### config.mk
export PLATFORM = sky130hd
export DESIGN_NAME = apb_xbar
export DESIGN_NICKNAME = d
export VERILOG_FILES = /design/src/apb_pkg.sv /design/src/xbar_pkg.sv /design/src/apb_addr_decoder.sv /design/src/apb_slave_port.sv /design/src/apb_wrr_arbiter.sv /design/src/apb_xbar.sv
export SDC_FILE = /design/constraint.sdc
export NUM_CORES = 2
export LEC_CHECK = 0
export ABC_AREA = 1
export BUFFER_PORTS_ARGS = -buffer_cell sky130_fd_sc_hd__buf_2
export CORE_AREA = 2 2 348 350
export DETAILED_ROUTE_END_ITERATION = 6
export DIE_AREA = 0 0 350 352
export PLACE_DENSITY_LB_ADDON = 0.25
export SETUP_SLACK_MARGIN = 0.02
export SYNTH_ARGS = -nofsm -noshare
export SYNTH_HDL_FRONTEND = slang
export SYNTH_SLANG_ARGS = --single-unit
### constraint.sdc
create_clock -name aclk -period 3.1 [get_ports aclk]
set_input_delay 0.31 -clock aclk [delete_from_list [all_inputs] [get_ports aclk]]
set_output_delay 0.31 -clock aclk [all_outputs]
set_load 0.01 [all_outputs]
### src/apb_pkg.sv
`default_nettype none

package apb_pkg;

    // Bus widths
    localparam int APB_AW = 32;
    localparam int APB_DW = 32;
    localparam int APB_SW = 4;

    // Byte offset bits inside one data word
    localparam int APB_BW = $clog2(APB_SW);

    // One master-side or slave-side request bundle
    typedef struct packed {
        logic              psel;
        logic              penable;
        logic              pwrite;
        logic [APB_AW-1:0] paddr;
        logic [APB_DW-1:0] pwdata;
        logic [APB_SW-1:0] pstrb;
    } apb_req_t;

    // Matching response bundle
    typedef struct packed {
        logic              pready;
        logic [APB_DW-1:0] prdata;
        logic              pslverr;
    } apb_rsp_t;

endpackage

`default_nettype wire

### src/xbar_pkg.sv
`default_nettype none

package xbar_pkg;

    // Crossbar size
    localparam int XBAR_M  = 2;
    localparam int XBAR_S  = 4;
    localparam int M_IDX_W = $clog2(XBAR_M);

    // Arbiter run lengths
    localparam int MAX_THRESH = 16;
    localparam int THRESH_W   = 4;
    localparam int CNT_W      = $clog2(MAX_THRESH + 1);

    typedef logic [THRESH_W-1:0] thresh_t;

    // One slave's address window, limit is inclusive
    typedef struct packed {
        logic                       enable;
        logic [apb_pkg::APB_AW-1:0] base;
        logic [apb_pkg::APB_AW-1:0] limit;
    } region_t;

    // Memory slave geometry
    localparam int MEM_WORDS = 64;
    localparam int MEM_AW    = $clog2(MEM_WORDS);
    localparam int WAIT_W    = 8;

    typedef enum logic [1:0] {PORT_IDLE, PORT_SETUP, PORT_ACCESS} port_state_e;
    typedef enum logic {ERR_IDLE, ERR_RESP} err_state_e;

endpackage

`default_nettype wire

### src/apb_addr_decoder.sv
`timescale 1ns/1ns
`default_nettype none

module apb_addr_decoder
    import apb_pkg::*;
    import xbar_pkg::*;
(
    input  apb_req_t [XBAR_M-1:0]              m_req,
    input  region_t  [XBAR_S-1:0]              region,
    output logic     [XBAR_M-1:0][XBAR_S-1:0]  sel,
    output logic     [XBAR_M-1:0]              miss
);

    logic [XBAR_M-1:0][XBAR_S-1:0] hit;

    // Raw window compare for every master against every region
    always_comb begin
        for (int i = 0; i < XBAR_M; i++) begin
            for (int j = 0; j < XBAR_S; j++) begin
                hit[i][j] = m_req[i].psel && region[j].enable &&
                            (m_req[i].paddr >= region[j].base) &&
                            (m_req[i].paddr <= region[j].limit);
            end
        end
    end

    // Priority pick
    // Walk from the top so the lowest matching slave is written last
    always_comb begin
        sel  = '0;
        miss = '0;
        for (int i = 0; i < XBAR_M; i++) begin
            for (int j = XBAR_S - 1; j >= 0; j--) begin
                if (hit[i][j]) begin
                    sel[i] = XBAR_S'(1) << j;
                end
            end
            // Selected but nowhere to go
            miss[i] = m_req[i].psel && (hit[i] == '0);
        end
    end

endmodule

`default_nettype wire

### src/apb_slave_port.sv
`timescale 1ns/1ns
`default_nettype none

module apb_slave_port
    import apb_pkg::*;
    import xbar_pkg::*;
(
    input  logic                      aclk,
    input  logic                      rst_n,
    input  logic     [XBAR_M-1:0]     req_bits,
    input  apb_req_t [XBAR_M-1:0]     m_req,
    input  thresh_t  [XBAR_M-1:0]     thresholds,
    output apb_req_t                  s_req,
    input  apb_rsp_t                  s_rsp,
    output logic     [XBAR_M-1:0]     gnt,
    output logic                      gnt_valid
);

    port_state_e state;
    apb_req_t    gnt_req;
    logic        arb_idle;
    logic        arb_done;

    // Arbiter may only pick while no transfer runs here
    assign arb_idle = (state == PORT_IDLE);
    // Transfer ends on the slave's ready in access
    assign arb_done = (state == PORT_ACCESS) && s_rsp.pready;

    apb_wrr_arbiter arb0 (
        .aclk       (aclk),
        .rst_n      (rst_n),
        .req        (req_bits),
        .thresholds (thresholds),
        .idle       (arb_idle),
        .done       (arb_done),
        .gnt        (gnt),
        .gnt_valid  (gnt_valid)
    );

    // Phase sequencer
    // Grant lands together with the move to setup
    always_ff @(posedge aclk or negedge rst_n) begin
        if (!rst_n) begin
            state <= PORT_IDLE;
        end else begin
            case (state)
                PORT_IDLE:   if (|req_bits) state <= PORT_SETUP;
                PORT_SETUP:  state <= PORT_ACCESS;
                PORT_ACCESS: if (s_rsp.pready) state <= PORT_IDLE;
                default:     state <= PORT_IDLE;
            endcase
        end
    end

    // AND-OR select of the granted master
    always_comb begin
        gnt_req = '0;
        for (int i = 0; i < XBAR_M; i++) begin
            if (gnt[i]) begin
                gnt_req = m_req[i];
            end
        end
    end

    // Own psel and penable
    // The master's phase bits are not forwarded
    always_comb begin
        s_req = '0;
        if (state != PORT_IDLE) begin
            s_req         = gnt_req;
            s_req.psel    = 1'b1;
            s_req.penable = (state == PORT_ACCESS);
        end
    end

    // Access follows one setup cycle of a master that still selects this slave
    a_setup_first: assert property (@(posedge aclk) disable iff (!rst_n)
        $rose(s_req.penable) |-> $past(s_req.psel && !s_req.penable && |(gnt & req_bits)));

    // Granted master holds its fields through access
    a_stable_access: assert property (@(posedge aclk) disable iff (!rst_n)
        s_req.penable |-> $stable({s_req.pwrite, s_req.paddr, s_req.pwdata, s_req.pstrb}));

endmodule

`default_nettype wire

### src/apb_wrr_arbiter.sv
`timescale 1ns/1ns
`default_nettype none

module apb_wrr_arbiter
    import xbar_pkg::*;
(
    input  logic                     aclk,
    input  logic                     rst_n,
    input  logic    [XBAR_M-1:0]     req,
    input  thresh_t [XBAR_M-1:0]     thresholds,
    input  logic                     idle,
    input  logic                     done,
    output logic    [XBAR_M-1:0]     gnt,
    output logic                     gnt_valid
);

    // Round-robin start point and last winner
    logic [M_IDX_W-1:0] ptr;
    logic [M_IDX_W-1:0] holder;
    // Consecutive grants per master
    logic [XBAR_M-1:0][CNT_W-1:0] run_cnt;

    logic [CNT_W-1:0]   holder_lim;
    logic               keep;
    logic [M_IDX_W-1:0] rr_idx;
    logic               rr_found;

    // Threshold of 0 behaves as 1
    always_comb begin
        holder_lim = (thresholds[holder] == '0) ? CNT_W'(1) : CNT_W'(thresholds[holder]);
        keep = req[holder] && (run_cnt[holder] != '0) && (run_cnt[holder] < holder_lim);
    end

    // First requester at or after ptr
    // Descending offsets so the nearest one is written last
    always_comb begin
        rr_idx   = ptr;
        rr_found = 1'b0;
        for (int k = XBAR_M - 1; k >= 0; k--) begin
            if (req[(int'(ptr) + k) % XBAR_M]) begin
                rr_idx   = M_IDX_W'((int'(ptr) + k) % XBAR_M);
                rr_found = 1'b1;
            end
        end
    end

    always_ff @(posedge aclk or negedge rst_n) begin
        if (!rst_n) begin
            ptr       <= '0;
            holder    <= '0;
            gnt       <= '0;
            gnt_valid <= 1'b0;
            run_cnt   <= '0;
        end else if (idle && rr_found) begin
            gnt_valid <= 1'b1;
            if (keep) begin
                // Holder stays and extends its run
                // Keep already caps the run below the threshold
                gnt <= XBAR_M'(1) << holder;
                run_cnt[holder] <= run_cnt[holder] + 1'b1;
            end else begin
                gnt    <= XBAR_M'(1) << rr_idx;
                holder <= rr_idx;
                ptr    <= (rr_idx == M_IDX_W'(XBAR_M - 1)) ? '0 : rr_idx + 1'b1;
                // New run starts at one and every other count clears
                for (int i = 0; i < XBAR_M; i++) begin
                    run_cnt[i] <= (i == int'(rr_idx)) ? CNT_W'(1) : '0;
                end
            end
        end else if (done) begin
            gnt_valid <= 1'b0;
            gnt       <= '0;
        end
    end

    // A new grant names exactly one master and that master was asking
    a_gnt_onehot: assert property (@(posedge aclk) disable iff (!rst_n)
        $rose(gnt_valid) |-> $onehot(gnt) && |(gnt & $past(req)));

endmodule

`default_nettype wire

### src/apb_xbar.sv
`timescale 1ns/1ns
`default_nettype none

module apb_xbar
    import apb_pkg::*;
    import xbar_pkg::*;
(
    input  logic                      aclk,
    input  logic                      rst_n,
    input  region_t  [XBAR_S-1:0]     region,
    input  thresh_t  [XBAR_M-1:0]     thresholds,
    input  apb_req_t [XBAR_M-1:0]     m_req,
    output apb_rsp_t [XBAR_M-1:0]     m_rsp,
    output apb_req_t [XBAR_S-1:0]     s_req,
    input  apb_rsp_t [XBAR_S-1:0]     s_rsp
);

    logic [XBAR_M-1:0][XBAR_S-1:0] dec_sel;
    logic [XBAR_M-1:0]             dec_miss;
    // Per slave view of the decode
    logic [XBAR_S-1:0][XBAR_M-1:0] port_req;
    logic [XBAR_S-1:0][XBAR_M-1:0] port_gnt;
    logic [XBAR_S-1:0]             port_gnt_valid;
    // owner[i][j] means port j is serving master i
    logic [XBAR_M-1:0][XBAR_S-1:0] owner;
    err_state_e [XBAR_M-1:0]       err_state;

    apb_addr_decoder dec0 (
        .m_req  (m_req),
        .region (region),
        .sel    (dec_sel),
        .miss   (dec_miss)
    );

    always_comb begin
        for (int i = 0; i < XBAR_M; i++) begin
            for (int j = 0; j < XBAR_S; j++) begin
                port_req[j][i] = dec_sel[i][j];
                owner[i][j]    = port_gnt_valid[j] && port_gnt[j][i];
            end
        end
    end

    for (genvar j = 0; j < XBAR_S; j++) begin : g_port
        apb_slave_port port0 (
            .aclk       (aclk),
            .rst_n      (rst_n),
            .req_bits   (port_req[j]),
            .m_req      (m_req),
            .thresholds (thresholds),
            .s_req      (s_req[j]),
            .s_rsp      (s_rsp[j]),
            .gnt        (port_gnt[j]),
            .gnt_valid  (port_gnt_valid[j])
        );
    end

    // Decode error responder
    // Only a setup cycle that misses starts one
    always_ff @(posedge aclk or negedge rst_n) begin
        if (!rst_n) begin
            for (int i = 0; i < XBAR_M; i++) begin
                err_state[i] <= ERR_IDLE;
            end
        end else begin
            for (int i = 0; i < XBAR_M; i++) begin
                case (err_state[i])
                    ERR_IDLE: begin
                        if (dec_miss[i] && !m_req[i].penable) begin
                            err_state[i] <= ERR_RESP;
                        end
                    end
                    default: err_state[i] <= ERR_IDLE;
                endcase
            end
        end
    end

    // Return path
    always_comb begin
        for (int i = 0; i < XBAR_M; i++) begin
            m_rsp[i] = '0;
            if (err_state[i] == ERR_RESP) begin
                m_rsp[i].pready  = 1'b1;
                m_rsp[i].pslverr = 1'b1;
            end
            for (int j = 0; j < XBAR_S; j++) begin
                if (owner[i][j]) begin
                    // Ready only counts in the slave's access phase
                    m_rsp[i].pready  = s_rsp[j].pready && s_req[j].penable;
                    m_rsp[i].prdata  = s_rsp[j].prdata;
                    m_rsp[i].pslverr = s_rsp[j].pslverr;
                end
            end
        end
    end

    for (genvar i = 0; i < XBAR_M; i++) begin : g_chk
        a_single_owner: assert property (@(posedge aclk) disable iff (!rst_n)
            $onehot0(owner[i]));
    end

endmodule

`default_nettype wire

== After elaboration in Yosys (flattened, before gate mapping) ==
Cells that the tools add are included.
Word-level totals
  output and inout port bits: 352
  bits of input ports: 548
  bits in registers: 70
  logic and storage cells: 364
Operators by class
  add/sub/neg operators: 12
  magnitude comparators: 36
  equality and inequality tests: 16
  bitwise operators: 8
  muxes and demuxes: 158
  shifts and indexed selects: 8
  reduce and logical (&&, ||, !) cells: 96
Operators by type and width (count)
  two-way mux 69 bit: 8
  two-way mux 71 bit: 4
  two-way mux 34 bit: 8
  greater-or-equal comparator 32 bit: 8
  <= comparator 32 bit: 8
  two-way mux 4 bit: 20
  two-way mux 1 bit: 70
  logical AND 1 bit: 60
  two-way mux 5 bit: 12
  bitwise mux 10 bit: 4
  two-way mux 10 bit: 4
  two-way mux 2 bit: 20
  logical NOT 4 bit: 6
  case mux 2 bit (3 select lines): 4
  adder 5 x 1 -> 5 bit, second input constant: 4
  demux 5 bit (select 1 bit): 4
  < comparator 5 x 4 -> 1 bit: 4
  nonzero test 5 bit: 4
  < comparator 1 x 2 -> 1 bit, second input constant: 8
  AND reduction 2 bit: 8
  nonzero test 2 bit: 8
  << shifter 1 x 1 -> 2 bit, first input constant: 8
  < comparator 2 x 3 -> 1 bit, second input constant: 4
  adder 1 bit, second input constant: 8
  10 further kinds: 38

== Depth between registers and ports, before layout ==
  depth in word-level cells: 15
  gate-level depth with buffers: 25
  gate-level depth less buffers: 25

== Cells and area by module ==
Synthesis repeated with hierarchy kept, for this count alone.
Unflattened totals
  cell total of the unflattened synthesis: 4158
  area total of the unflattened synthesis: 25219.2 um2
By module, submodules not included
  apb_addr_decoder: sequential area each 0.0 um2, cells an instance 1953, area an instance 12721.0 um2, instances 1
  apb_slave_port: sequential area each 50.0 um2, cells an instance 251, area an instance 1376.3 um2, instances 4
  apb_wrr_arbiter: sequential area each 375.4 um2, cells an instance 154, area an instance 1063.5 um2, instances 4
  apb_xbar: sequential area each 50.0 um2, cells an instance 585, area an instance 2738.9 um2, instances 1

== Worst setup path after synthesis ==
No wires, ideal clock.
  kind: flip-flop to flip-flop
  start point: reg g_port[3].port0.arb0.holder
  end point: reg g_port[3].port0.arb0.gnt[1]
  arrival: 2.178 ns
  cell stages (with the launch flop): 13
  buffers on the path: 2
  required time: 2.983 ns
  period minus slack after synthesis: 2.295 ns
  library setup time: 0.117 ns
  path slack: 0.805 ns
  path through: dfrtp_1 buf_2 buf_4 o21ai_0 inv_1 ha_1 a311o_1 a21oi_4 nand4_4 nand2_4 inv_2 nand2_1 nand2_1
Between the ends
  longest elaborated chain between the ends: 8
  elaborated cells on any way between the ends: 15
  those cells by class: 1 x order compare; 1 x shift; 9 x mux; 4 x reduce/logical
Ends and longest elaborated chain
  from (decl): line apb_wrr_arbiter.sv:19  | logic [M_IDX_W-1:0] holder;
  from (signal assigned): line apb_wrr_arbiter.sv:63  | holder <= rr_idx;
  two-way mux 4 bit (not written as such) (2 in a row): line apb_wrr_arbiter.sv:30  | holder_lim = (thresholds[holder] == '0) ? CNT_W'(1) : CNT_W'(thresholds[holder]);
  logical NOT 4 bit: line apb_wrr_arbiter.sv:30
  two-way mux 4 bit: line apb_wrr_arbiter.sv:30
  < comparator 5 x 4 -> 1 bit: line apb_wrr_arbiter.sv:31  | keep = req[holder] && (run_cnt[holder] != '0) && (run_cnt[holder] < holder_lim);
  logical AND 1 bit: line apb_wrr_arbiter.sv:31
  two-way mux 2 bit (*): line apb_wrr_arbiter.sv:56  | if (keep) begin
  two-way mux 2 bit (*): line apb_wrr_arbiter.sv:54  | end else if (idle && rr_found) begin
  to (signal assigned): line apb_wrr_arbiter.sv:59  | gnt <= XBAR_M'(1) << holder;
  to (signal assigned): line apb_wrr_arbiter.sv:62  | gnt <= XBAR_M'(1) << rr_idx;
  to (decl): line apb_wrr_arbiter.sv:13  | output logic [XBAR_M-1:0] gnt,
Mark *: on every way between the ends. The rest lies on a longest branch, timed or not. The select of a mux whose other input is x is not followed.
A chain may end at the register's enable or synchronous reset.

==> flow_metrics.tcl <==
set metrics [dict create \
    status "completed" \
    worstMarginPinSlew_ps 773 \
    grt_pass1_vias 29615 \
    synth_fa_ha_area_frac 0.283 \
    seqCellArea_um2 1780 \
    p_leak_nw 17.4 \
    clock_sinks 70 \
    synth_xor_area_frac 0.00447 \
    synth-edff-count 0 \
    clock_latency_ps 350 \
    io_buffer_count 899 \
    ys_warn_count 0 \
    antenna_found_initial 46 \
    fp.dieArea_um2 123000 \
    routed_wl_um 155000 \
    cp.arrival_ps 2560 \
    hold_violations 0 \
    viasPerCell 4.81 \
    synth_cells 3993 \
    worst-path-max-fanout 9 \
    worstPathRequired_ps 2790 \
    worstSetupStartpoint "g_port[1].port0.arb0.gnt[1]" \
    min_period_ps 2870 \
    post-place-cells 6507 \
    p_switching_mw 10.8 \
    place_area_um2 30900 \
    crit_end "m_rsp[42]" \
    antenna_left 0 \
    min_path_type "in -> reg" \
    drc 0 \
    multi_input_area_um2 19400 \
    hold_slack_ps 117 \
    vdd_drop_max_uv 528 \
    worstSetupEndpointType "output pin" \
    powerDensity_nw_per_um2 560 \
    pwr-share-clk 0.064 \
    reg2reg_from "g_port[3].port0.arb0.holder" \
    drtIter0Drc 2398 \
    synth_top_area_share 0.283 \
    fin_setup_tns_ps 0 \
    numCtsBuffers 9 \
    max-slew-margin-rel 0.482 \
    netlist_area_um2 23500 \
    final_nets 5993 \
    skew_ps 5.80 \
    switching_share 0.616 \
    grt_setup_unrepaired "false" \
    most-common-layout-cells "nand2_1 (900), buf_2 (898), nor2_1 (559), ha_1 (532), a21oi_1 (506)" \
    grt_first_pass_wirelength_um 214000 \
    fin_cells 6563 \
    cap_violations 0 \
    fp.dieH_um 352 \
    rows 127 \
    vias 31584 \
    synth_fp_nets 5073 \
    fin_crit_sh 0.926 \
    synth_simple_gate_area_share 0.279 \
    synth_compound_area_frac 0.255 \
    pwr-share-seq 0.083 \
    critPathMaxStageDelay_ps 520 \
    ioPinCount 900 \
    synth_top_family_by_area "adder cells" \
    ys_seq_elements 70 \
    mostFrequentLayoutCell "nand2_1" \
    grt_max_degree 72 \
    synth_cell_types 54 \
    grt-ovfl-total 0 \
    cts_tree "done" \
    cts_htree_levels 3 \
    fillCellCount 13691 \
    synth_top_area_cell "ha_1" \
    crit_chain "nand2_1, clkinv_1, nor2_4, clkinvlp_4, buf_4, o21ai_0, nand2_1, a31oi_1, buf_2" \
    crit_type "reg -> out" \
    post_drt_wl_per_cell_um 23.6 \
    root_buffer "clkbuf_16" \
    grt_usage 0.239 \
    drive_gt1_frac 0.241 \
    start_kind "flop" \
    reg2reg_slack_ps 450 \
    power.total_mw 17.6 \
    slowest_stage "dfrtp_4" \
    dp_hpwl_um 128000 \
    syn2layout_area_growth_pct 33.6 \
    die_x_um 350 \
    synth_ff_type "dfrtp_1" \
    cts_buffer_depth 2 \
    slew_violations 0 \
    timing.rr.end "g_port[3].port0.arb0.run_cnt[5]" \
    gp_congestion 0.904 \
    final_area_um2 31400 \
    async_flop_share 1.00 \
    path_clk_slew_ps 60 \
    p_int_mw 6.77 \
    dr.pass1.iters 6 \
    rr_worst_depth 12 \
    core_area_um2 119000 \
    p_comb_frac 0.853 \
    crit_path_frequent_cell "nand2_1" \
    yosysSeqAreaShare 0.0744 \
    clock.fmax_mhz 348 \
    setup_violations 0 \
    syn_area_per_cell_um2 5.89 \
    synthTopCellsByArea "ha_1 (28%), nand2_1 (14%), a21oi_1 (11%)" \
    synthMuxAreaShare 0.000851 \
    start_util 0.197 \
]
[registers in the layout, indices dropped and copies added (netlist names)]
signal / flops
err_state: 2
g_port.port0.arb0.gnt: 8
g_port.port0.arb0.gnt_valid: 4
g_port.port0.arb0.holder: 4
g_port.port0.arb0.ptr: 4
g_port.port0.arb0.run_cnt: 40
g_port.port0.state: 8
[repair_timing]
action	in CTS	in global routing
gates resized for setup	2	7
hold buffers	1	0
buffers inserted	3	3
endpoints found under the hold margin	19	0
endpoints found under the setup margin	2	36
pin swaps	0	2
[cell usage after synthesis, types with 2 or more instances]
master    count
inv_2        15
nand4_1      46
o31ai_1       8
nor4_2        3
o211ai_1     35
or2_2        11
nand3_1      54
nor2_2        5
buf_1         4
nand2_1     903
nand3_2       3
inv_1       455
nand2_2      10
dfrtp_1      70
o21ai_1      20
nand2_4       4
buf_2         5
a21oi_2       4
a211oi_1      4
nor2_1      559
o21ai_0     395
nand3b_1      2
nor3_1       12
mux2i_1       2
a21oi_1     509
o221ai_1      3
a31oi_1      49
nor2_4        4
o21bai_1     10
a221oi_1     17
nor3_2        3
clkinv_1      4
o21a_1       34
a21oi_4       3
buf_4         2
a21o_1       13
ha_1        532
clkbuf_1    155
xnor2_1       3
xor2_1        9
[layer usage]
metal	up-vias	GRT usage	wire length (um)
met3	231	0.0333	10300
met4	18	0.0840	5820
met5	-	0	110
met1	14671	0.312	67500
met2	1374	0.398	70900
li1	15290	-	-
[critical path, delay by kind of cell, from the launching register on]
family / cells / cell delay [ps]
buf+inv: 4 / 690
simple gates: 3 / 530
flops: 1 / 520
compound gates: 2 / 460
[power by group through the flow]
| stage | Clock (mW) | Sequential (mW) | Combinational [mW] |
|---|---|---|---|
| after CTS | 1.14 | 1.47 | 15.1 |
| after floorplan | 0 | 1.28 | 8.21 |
| after global routing | 1.18 | 1.50 | 16.5 |
| after global placement | 0 | 1.49 | 15.0 |
| final | 1.13 | 1.47 | 15.0 |
| after detailed placement | 0 | 1.48 | 15.0 |
[worst min path at each step]
stage	startpoint	endpoint	slack (ps)	depth (start not counted)
after floorplan	rst_n	err_state[0]	10	0
after global placement	rst_n	g_port[2].port0.arb0.gnt_valid	330	1
after detailed placement	rst_n	g_port[2].port0.state[0]	340	1
after CTS	m_req[69]	err_state[0]	100	2
after global routing	m_req[69]	err_state[0]	110	2
final	m_req[69]	err_state[0]	120	2
[stage by stage]
step                setup WS [ps]   util
floorplan                     805      -
global route                 21.6  0.263
finish                        230  0.263
CTS                           103  0.262
global placement             -261  0.259
detailed placement           -249  0.259
[cell type report]
class	instances	share of cell area
clock inverters	3	0.00127
flip-flops and latches	70	0.0567
multi-input cells	3282	0.617
repair buffers	1075	0.192
clock buffers	13	0.00892
inverters	475	0.0572
diodes	33	0.00263
well taps	1612	0.0642
[kinds of logic after synthesis]
kind of cell,after synthesis
simple gates,1627
fa+ha+maj,532
compound gates,1109
mux,2
buf+inv,641
xor+xnor,12
flops,70
Power figures use the tool's default switching activity.
